## config.mk

```make
export PLATFORM = sky130hd
export DESIGN_NAME = softmax_frontend
export DESIGN_NICKNAME = d
export VERILOG_FILES = /design/src/logic/sm_fixed_pkg.sv /design/src/logic/sm_pipe_pkg.sv /design/src/logic/exp_lut.sv /design/src/logic/sum_tree.sv /design/src/logic/exp_delay_line.sv /design/src/logic/softmax_frontend.sv
export SDC_FILE = /design/constraint.sdc
export NUM_CORES = 2
export LEC_CHECK = 0
export BUFFER_PORTS_ARGS = -buffer_cell sky130_fd_sc_hd__buf_2
export CAP_MARGIN = 25
export CORE_UTILIZATION = 57
export CTS_BUF_LIST = sky130_fd_sc_hd__clkbuf_4
export CTS_CLUSTER_SIZE = 8
export DETAILED_ROUTE_END_ITERATION = 16
export GPL_TIMING_DRIVEN = 0
export PLACE_DENSITY = 0.86
export RECOVER_POWER = 100
export SYNTH_ARGS = -nofsm -noshare
export SYNTH_HDL_FRONTEND = slang
export SYNTH_SLANG_ARGS = --single-unit
```

## constraint.sdc

```tcl
create_clock -name clk -period 8 [get_ports clk]
set_input_delay 1.2 -clock clk [delete_from_list [all_inputs] [get_ports clk]]
set_output_delay 1.2 -clock clk [all_outputs]
set_load 0.02 [all_outputs]
```

## src/logic/sm_fixed_pkg.sv

```systemverilog
// ============================
// Fixed-point format for the softmax front end
// Q5.10 lane type, exp table sizes and table contents
// ============================

package sm_fixed_pkg;

    // ============================
    // Number format
    // ============================

    // Signed Q5.10 value, also used for the exp results
    typedef logic [15:0] q5_10_t;

    // Table address is taken from the top bits of a lane
    localparam int LUT_ADDR_W = 8;
    localparam int LUT_DEPTH  = 256;

    // Largest exp result, reached from entry 14 up to the sign boundary
    localparam q5_10_t EXP_SAT = 16'h7FFB;

    // Published sum width
    localparam int SUM_OUT_W = 32;

    // ============================
    // Exp table
    // ============================

    // Entry for one table address
    // Upper half of the address space holds negative inputs
    function automatic q5_10_t exp_lut_value(input logic [LUT_ADDR_W-1:0] addr);
        q5_10_t value;
        case (addr)
            // Rising region, exp of small positive inputs
            8'd0:   value = 16'h0400;
            8'd1:   value = 16'h0522;
            8'd2:   value = 16'h0698;
            8'd3:   value = 16'h0877;
            8'd4:   value = 16'h0ADF;
            8'd5:   value = 16'h0DF6;
            8'd6:   value = 16'h11ED;
            8'd7:   value = 16'h1704;
            8'd8:   value = 16'h1D8E;
            8'd9:   value = 16'h25F3;
            8'd10:  value = 16'h30BA;
            8'd11:  value = 16'h3E92;
            8'd12:  value = 16'h5057;
            8'd13:  value = 16'h6729;
            8'd14:  value = EXP_SAT;
            // Small region, exp of inputs just below zero
            8'd229: value = 16'h0001;
            8'd230: value = 16'h0001;
            8'd231: value = 16'h0001;
            8'd232: value = 16'h0002;
            8'd233: value = 16'h0003;
            8'd234: value = 16'h0004;
            8'd235: value = 16'h0005;
            8'd236: value = 16'h0006;
            8'd237: value = 16'h0008;
            8'd238: value = 16'h000B;
            8'd239: value = 16'h000E;
            8'd240: value = 16'h0012;
            8'd241: value = 16'h0018;
            8'd242: value = 16'h001E;
            8'd243: value = 16'h0027;
            8'd244: value = 16'h0032;
            8'd245: value = 16'h0041;
            8'd246: value = 16'h0054;
            8'd247: value = 16'h006B;
            8'd248: value = 16'h008A;
            8'd249: value = 16'h00B1;
            8'd250: value = 16'h00E4;
            8'd251: value = 16'h0125;
            8'd252: value = 16'h0178;
            8'd253: value = 16'h01E3;
            8'd254: value = 16'h026D;
            8'd255: value = 16'h031D;
            // Large positive inputs saturate, large negative ones underflow
            default: begin
                if (int'(addr) < LUT_DEPTH / 2) begin
                    value = EXP_SAT;
                end else begin
                    value = '0;
                end
            end
        endcase
        return value;
    endfunction

endpackage

```

## src/logic/sm_pipe_pkg.sv

```systemverilog
// ============================
// Pipeline geometry and stage types
// ============================

package sm_pipe_pkg;

    // ============================
    // Geometry
    // ============================

    localparam int LANES       = 16;
    localparam int TREE_LEVELS = 4;

    // One carry bit per adder level
    localparam int SUM_W = $bits(sm_fixed_pkg::q5_10_t) + TREE_LEVELS;

    // ============================
    // Stage types
    // ============================

    // One vector of lane values, lane 0 in the low bits
    typedef sm_fixed_pkg::q5_10_t [LANES-1:0] lane_vec_t;

    // Registered lookup result with its strobe
    typedef struct packed {
        logic      valid;
        lane_vec_t exp_vec;
    } exp_stage_t;

endpackage

```

## src/logic/exp_lut.sv

```systemverilog
// ============================
// Exp table lookup stage
// One table read per lane, result registered
// ============================

`timescale 1ns/1ns

module exp_lut #(
    parameter int LANES = sm_pipe_pkg::LANES
) (
    input  logic                   clk,
    input  logic                   rst_n,
    input  logic                   valid_in,
    input  sm_pipe_pkg::lane_vec_t input_vector,
    output sm_pipe_pkg::exp_stage_t lut_stage
);

    localparam int VAL_W = $bits(sm_fixed_pkg::q5_10_t);

    sm_pipe_pkg::lane_vec_t lut_data;
    sm_pipe_pkg::lane_vec_t stage_data;
    logic                   stage_valid;

    // Address is the integer part plus the top fraction bits
    always_comb begin
        lut_data = '0;
        for (int i = 0; i < LANES; i++) begin
            lut_data[i] = sm_fixed_pkg::exp_lut_value(
                input_vector[i][VAL_W-1 -: sm_fixed_pkg::LUT_ADDR_W]);
        end
    end

    // Strobe follows valid_in every cycle
    always_ff @(posedge clk or negedge rst_n) begin
        if (!rst_n) begin
            stage_valid <= 1'b0;
        end else begin
            stage_valid <= valid_in;
        end
    end

    // Lookup data only moves with a valid input
    always_ff @(posedge clk) begin
        if (valid_in) begin
            stage_data <= lut_data;
        end
    end

    assign lut_stage = '{valid: stage_valid, exp_vec: stage_data};

endmodule

```

## src/logic/sum_tree.sv

```systemverilog
// ============================
// Pipelined adder tree
// Sums all lanes, one pair level per clock
// ============================

`timescale 1ns/1ns

module sum_tree #(
    parameter int LANES       = sm_pipe_pkg::LANES,
    parameter int TREE_LEVELS = sm_pipe_pkg::TREE_LEVELS
) (
    input  logic                          clk,
    input  logic                          rst_n,
    input  sm_pipe_pkg::exp_stage_t       lut_stage,
    output logic                          sum_valid,
    output logic [sm_pipe_pkg::SUM_W-1:0] sum
);

    localparam int VAL_W = $bits(sm_fixed_pkg::q5_10_t);

    // ============================
    // Adder levels
    // ============================

    for (genvar l = 1; l <= TREE_LEVELS; l++) begin : g_level
        // Half the nodes of the level above, one bit wider
        localparam int NODES = LANES >> l;
        localparam int W     = VAL_W + l;

        logic [W-2:0] operand [2*NODES];
        logic [W-1:0] node [NODES];
        logic         src_valid;
        logic         valid;

        if (l == 1) begin : g_src
            assign src_valid = lut_stage.valid;
            for (genvar n = 0; n < 2*NODES; n++) begin : g_op
                assign operand[n] = lut_stage.exp_vec[n];
            end
        end else begin : g_src
            assign src_valid = g_level[l-1].valid;
            for (genvar n = 0; n < 2*NODES; n++) begin : g_op
                assign operand[n] = g_level[l-1].node[n];
            end
        end

        always_ff @(posedge clk or negedge rst_n) begin
            if (!rst_n) begin
                valid <= 1'b0;
            end else begin
                valid <= src_valid;
            end
        end

        // Node holds its sum through bubbles
        always_ff @(posedge clk) begin
            if (src_valid) begin
                for (int n = 0; n < NODES; n++) begin
                    node[n] <= operand[2*n] + operand[2*n+1];
                end
            end
        end
    end

    // Last level is a single node
    assign sum_valid = g_level[TREE_LEVELS].valid;
    assign sum       = g_level[TREE_LEVELS].node[0];

    // ============================
    // Checks
    // ============================

    // Tree only covers a power-of-two lane count
    a_lane_count: assert property (
        @(posedge clk) LANES == (1 << TREE_LEVELS)
    ) else $error("sum_tree: LANES %0d does not fit %0d levels", LANES, TREE_LEVELS);

    // Sum bounded by every lane saturated
    a_sum_range: assert property (
        @(posedge clk) disable iff (!rst_n)
        sum_valid |-> (sum <= LANES * sm_fixed_pkg::EXP_SAT)
    ) else $error("sum_tree: sum %h above saturated total", sum);

endmodule

```

## src/logic/exp_delay_line.sv

```systemverilog
// ============================
// Exp vector delay line
// Carries the lookup vector beside the adder tree
// ============================

`timescale 1ns/1ns

module exp_delay_line #(
    parameter int DEPTH = sm_pipe_pkg::TREE_LEVELS
) (
    input  logic                    clk,
    input  logic                    rst_n,
    input  sm_pipe_pkg::exp_stage_t lut_stage,
    output sm_pipe_pkg::lane_vec_t  exp_vector
);

    // valid_q[k] mirrors the strobe of tree level k+1
    logic [DEPTH-1:0]       valid_q;
    sm_pipe_pkg::lane_vec_t data_q [DEPTH];

    always_ff @(posedge clk or negedge rst_n) begin
        if (!rst_n) begin
            valid_q <= '0;
        end else begin
            valid_q[0] <= lut_stage.valid;
            for (int k = 1; k < DEPTH; k++) begin
                valid_q[k] <= valid_q[k-1];
            end
        end
    end

    // Each copy advances only with its level, same as the tree nodes
    always_ff @(posedge clk) begin
        if (lut_stage.valid) begin
            data_q[0] <= lut_stage.exp_vec;
        end
        for (int k = 1; k < DEPTH; k++) begin
            if (valid_q[k-1]) begin
                data_q[k] <= data_q[k-1];
            end
        end
    end

    assign exp_vector = data_q[DEPTH-1];

    a_no_x_entry: assert property (
        @(posedge clk) disable iff (!rst_n)
        valid_q[DEPTH-1] |-> !$isunknown(data_q[0])
    ) else $error("exp_delay_line: output valid with unknown entry data");

endmodule

```

## src/logic/softmax_frontend.sv

```systemverilog
// ============================
// Softmax front end top level
// Exp lookup, lane sum and aligned output register
// ============================

`timescale 1ns/1ns

module softmax_frontend (
    input  logic                                 clk,
    input  logic                                 rst_n,
    input  logic                                 valid_in,
    input  sm_pipe_pkg::lane_vec_t               input_vector,
    output logic                                 valid_out,
    output sm_pipe_pkg::lane_vec_t               exp_values,
    output logic [sm_fixed_pkg::SUM_OUT_W-1:0]   exp_sum
);

    localparam int PAD_W = sm_fixed_pkg::SUM_OUT_W - sm_pipe_pkg::SUM_W;

    sm_pipe_pkg::exp_stage_t         lut_stage;
    logic                            sum_valid;
    logic [sm_pipe_pkg::SUM_W-1:0]   sum;
    sm_pipe_pkg::lane_vec_t          exp_delayed;

    // ============================
    // Pipeline stages
    // ============================

    exp_lut #(
        .LANES (sm_pipe_pkg::LANES)
    ) exp_lut_i (
        .clk          (clk),
        .rst_n        (rst_n),
        .valid_in     (valid_in),
        .input_vector (input_vector),
        .lut_stage    (lut_stage)
    );

    sum_tree #(
        .LANES       (sm_pipe_pkg::LANES),
        .TREE_LEVELS (sm_pipe_pkg::TREE_LEVELS)
    ) sum_tree_i (
        .clk       (clk),
        .rst_n     (rst_n),
        .lut_stage (lut_stage),
        .sum_valid (sum_valid),
        .sum       (sum)
    );

    // Depth matches the tree so the vector meets its sum
    exp_delay_line #(
        .DEPTH (sm_pipe_pkg::TREE_LEVELS)
    ) exp_delay_line_i (
        .clk        (clk),
        .rst_n      (rst_n),
        .lut_stage  (lut_stage),
        .exp_vector (exp_delayed)
    );

    // ============================
    // Output register
    // ============================

    always_ff @(posedge clk or negedge rst_n) begin
        if (!rst_n) begin
            valid_out  <= 1'b0;
            exp_values <= '0;
            exp_sum    <= '0;
        end else begin
            valid_out <= sum_valid;
            // Outputs hold between results
            if (sum_valid) begin
                exp_values <= exp_delayed;
                exp_sum    <= {{PAD_W{1'b0}}, sum};
            end
        end
    end

endmodule

```

======== Yosys cells after proc, flatten, opt, wreduce, memory -nomap -nowiden ========
Memories as Yosys holds them, arrays and structs flattened. A register that Yosys moved wholly into a read port is not among the register bits.
Cells that the tools add are included.
word-level totals
  bits of input ports ..................... 259
  memories ................................ 5
  bits in writable memories ............... 1290
  output and inout port bits .............. 289
  bits in registers ....................... 265
  logic and storage cells ................. 795
cells by class
  order comparisons ....................... 16
  reduce and logical (&&, ||, !) cells .... 34
  eq/ne operators ......................... 656
  multiplexer cells ....................... 46
  add/subtract/negate cells ............... 15
memories
  memory                      depth  bits a word  read ports  clocked after memory_dff  write ports  RTL line              source
  exp_delay_line_i.data_q     4      256          4           1                         4            exp_delay_line.sv:19  sm_pipe_pkg::lane_vec_t data_q [DEPTH];
  sum_tree_i.g_level[1].node  8      17           8           0                         8            sum_tree.sv:31        logic [W-1:0] node [NODES];
  sum_tree_i.g_level[2].node  4      18           4           0                         4            sum_tree.sv:31
  sum_tree_i.g_level[3].node  2      19           2           0                         2            sum_tree.sv:31
  sum_tree_i.g_level[4].node  1      20           1           1                         1            sum_tree.sv:31
operator list
  cell                                               count
  one-hot mux 16 bit (40 select lines)               16
  == test 8 bit, second input constant               432
  == test 8 x 4 -> 1 bit, second input constant      112
  == test 8 x 3 -> 1 bit, second input constant      64
  == test 8 x 2 -> 1 bit, second input constant      32
  two-way mux 15 bit                                 16
  adder 16 x 16 -> 17 bit                            8
  == test 8 x 1 -> 1 bit, second input constant      16
  logical NOT 8 bit                                  16
  less-than comparator 8 bit, second input constant  16
  adder 17 x 17 -> 18 bit                            4
  OR reduction 3 bit                                 16
  adder 18 x 18 -> 19 bit                            2
  adder 19 x 19 -> 20 bit                            1
  two-way mux 1 bit                                  14
  logical NOT 1 bit                                  2

======== Longest topological paths before layout ========
  depth after elaboration ................. 3
  gate-level depth with buffers ........... 11
  gate-level depth less buffers ........... 11

======== By module ========
A second synthesis with hierarchy kept.
unflattened totals
  cells, all modules ...................... 6141
  area, all modules ....................... 82884.5 sq um
by module, submodules not included
  module            area each (sq um)  seq. area each (sq um)  times used  cells each
  exp_delay_line    30824.6            30824.6                 1           1027
  exp_lut           21289.2            7231.9                  1           2731
  sum_tree          19406.1            8087.8                  1           1786
  softmax_frontend  11364.6            6931.6                  1           597

======== Worst setup path after synthesis ========
OpenSTA, ideal clock, no wires.
  path type ............................... reg-to-reg
  start ................................... register exp_lut_i.stage_valid
  end ..................................... register exp_delay_line_i.valid_q[0]
  setup time .............................. 934 ps
  cell stages (with the launch flop) ...... 1
  path slack .............................. -701 ps
  period minus slack after synthesis ...... 8701 ps
  buffers on the path ..................... 0
  data required time ...................... 7066 ps
  data arrival time ....................... 7768 ps
  cells stage by stage .................... dfrtp_1
RTL lines
  element                        RTL line              source
  start, declared                exp_lut.sv:22         logic stage_valid;
  start signal, assigned         exp_lut.sv:38         stage_valid <= valid_in;
  end signal, assigned           exp_delay_line.sv:25  valid_q[0] <= lut_stage.valid;
  end signal, assigned by index  exp_delay_line.sv:27  valid_q[k] <= valid_q[k-1];
  end, declared                  exp_delay_line.sv:18  logic [DEPTH-1:0] valid_q;
No word-level cell between the ends.

==> qor.txt <==
status: finished, violations left
failing checks: capacitance limit, slew limit
synth warn: 0
global route total overflow: 0
Core ar.: 0.132 sq mm
f_max: 190 MHz
layout cell share with drive strength beyond 1: 0.161
area delta synth->final: 12.7%
Compound-Gate Fraction of Synth Area: 0.125
RSZ-0062 raised after global routing: no
Ports: 548
max_cap viols: 19
crit start category: register
mux cell area share after synthesis: 0.0397
Gate Count Post-Synth: 5731
CP required: 8.95 ns
dpl hpwl: 137000 microns
# port buffers: 368
Design Power: 23.8 mW
TritonCTS Buffers: 426
CP arrival: 6.20 ns
design area: 0.0859 sq mm
Area after DPL: 0.0811 sq mm
TritonCTS clock tree: built
routed vias/inst: 5.97
drt first pass iters: 8
Post-Synth Simple-Gate Area: 0.0826
critical path endpoint category: register
H-tree levels: 5
Clock Latency Late Sink: 1.36 ns
final hold violation count: 0
largest net degree at the start of global routing: 101
drt drc: 0
r2r startpoint: exp_delay_line_i.valid_q[0]$_DFF_PN0_
Antenna Nets Post-Route: 0
clock slew at reported path FFs: 0.07 ns
Mapped Avg Cell Area: 13.3 sq um
initial core utilization: 0.577
Final min period: 5.25 ns
Chip Height: 368 microns
first-pass GRT wire length: 296000 microns
Post-Syn Area: 0.0762 sq mm
main combinational cell family by area after synthesis: compound AO/OA/AOI/OAI gates
final worst slack: 2.75 ns
Tightest Pin Transition: 4.60 ns
total global routing track utilization: 0.283
pre-CTS setup slack: 4.09 ns
# setup viols final: 0
post-synth cell types: 98
Hold Startpoint: input_vector[255]
max_slew headroom: -2.06
width of the chip: 368 microns
Synth Flop Type: edfxtp_1
xor/xnor share of the synthesized area: 0.0269
Final TNS setup: 0 ns
total routed wirelength: 193000 microns
register bit total from synthesis: 1716
clock skew: 0.158 ns
reg2reg setup slack: 2.75 ns
Wirelength per Cell: 22.2 microns
Worst VDD drop: 0.000164 V
initial antenna violation count: 20
standard-cell rows: 133
leading cell type in the layout, fill and taps excluded: edfxtp_1
post-cts repair resize count: 0
part of the cycle the worst path needs: 0.656
Max Slew Vio Count: 649
most frequent cells in the layout: 1451 x edfxtp_1, 633 x clkbuf_4, 539 x clkbuf_1
Seq/Total Area, Yosys: 0.659
count of flip-flops with a built-in enable after synthesis: 1451
critical path class: reg2reg
Cell Pwr Density: 277 mW/mm^2
fin util: 0.650
nets: 7094
post-synthesis adder-cell area fraction: 0.0429
DR iter-0 viols: 5146
Critical Path Source: exp_delay_line_i.valid_q[0]$_DFF_PN0_
routed vias: 51995
GP Congestion: 0.941
vias in the first global route: 51529
worst-path fanout max: 62
clk buf depth: 4
Sink Count: 1716
Die Area: 0.135 sq mm
Worst Hold Class: in2reg
CTS Root Buffer Type: clkbuf_4
post-synthesis async set-or-reset flop share: 0.154
static leakage: 31.7 nW
worst paths after layout:
check,depth (start not counted),to
max,3,exp_delay_line_i.data_q[1][27]$_DFFE_PP_
min,2,exp_lut_i.lut_stage[254]$_DFFE_PP_
max reg2reg,3,exp_delay_line_i.data_q[1][27]$_DFFE_PP_
min reg2reg,0,exp_delay_line_i.data_q[3][246]$_DFFE_PP_
max in group asynchronous,3,exp_values[252]$_DFFE_PN0P_
min in group asynchronous,2,exp_values[88]$_DFFE_PN0P_
synth_stat cells (all sizes together) (84+ instances only):
cell / instances / share of area
o21ai: 393 / 0.026
mux2: 261 / 0.039
nand3: 135 / 0.0089
inv: 104 / 0.0051
nor3: 86 / 0.0058
nor2: 312 / 0.015
xnor2: 159 / 0.018
a21oi: 394 / 0.026
clkbuf: 237 / 0.012
nand2: 418 / 0.021
dfrtp: 265 / 0.087
buf: 94 / 0.0066
edfxtp: 1451 / 0.57
o22ai: 84 / 0.0069
ha: 236 / 0.039
critical path, cell delays in order, from the launching register on:
cell and delay, ns:
dfrtp_1 1.81, clkbuf_1 2.42, buf_16 0.31, buf_16 0.31
repair_timing:
action / 4_1_cts / 5_1_grt
buffers inserted: 0 / 0
hold buffers: 1 / 0
hold endpoints to repair: 81 / 0
cell families (layout without fill, tap and decap cells):
kind of cell | Yosys count | count (layout)
AOI/OAI and AO/OA | 1505 | 1505
xor gates and xnor gates | 234 | 234
adders and majority gates | 253 | 253
buffers and inverters | 443 | 1617
DFF | 1716 | 1716
muxes | 270 | 270
other | 1 | 50
and+or+nand+nor | 1309 | 1309
sequential cells by signal, summed over array words and instances, names as in the netlist:
signal                    count
sum_tree_i.g_level.node     251
exp_delay_line_i.data_q     960
exp_sum                      19
exp_values                  240
exp_lut_i.stage_valid         1
sum_tree_i.sum_valid          1
exp_delay_line_i.valid_q      3
valid_out                     1
exp_lut_i.lut_stage         240
layer usage:
layer  track usage  vias up  wire (microns)  part of all wire
met5             0        -              13          0.000067
met4         0.108        2            6330             0.033
met3        0.0630      396           15100             0.078
met2         0.474     2409           95700              0.50
met1         0.361    25317           76000              0.39
li1              -    23871               -                 -
layout make-up:
cell class	instances	area, sq um
sequential	1716	50200
fill	9779	46200
multi-input combinational	3600	24200
clock buffer	633	4750
tap	1755	2200
timing repair buffer	397	2010
buffer	331	1370
clock inverter	144	691
inverter	112	420
antenna	21	52.6
metrics by stage:
step           cells  hold WS, ns
6_report        8709        0.234
5_1_grt         8703        0.138
4_1_cts         8688       0.0800
3_5_place_dp    7910        0.370
3_3_place_gp    7882        0.353
2_1_floorplan   5759        0.352
power by group:
part | total, mW | switching, mW | internal [mW]
clock | 7.16 | 3.40 | 3.76
sequential | 11.7 | 0.574 | 11.1
combinational | 4.99 | 3.03 | 1.96
total | 23.8 | 7.00 | 16.8
No activity file was read; power rests on OpenSTA's default activity.
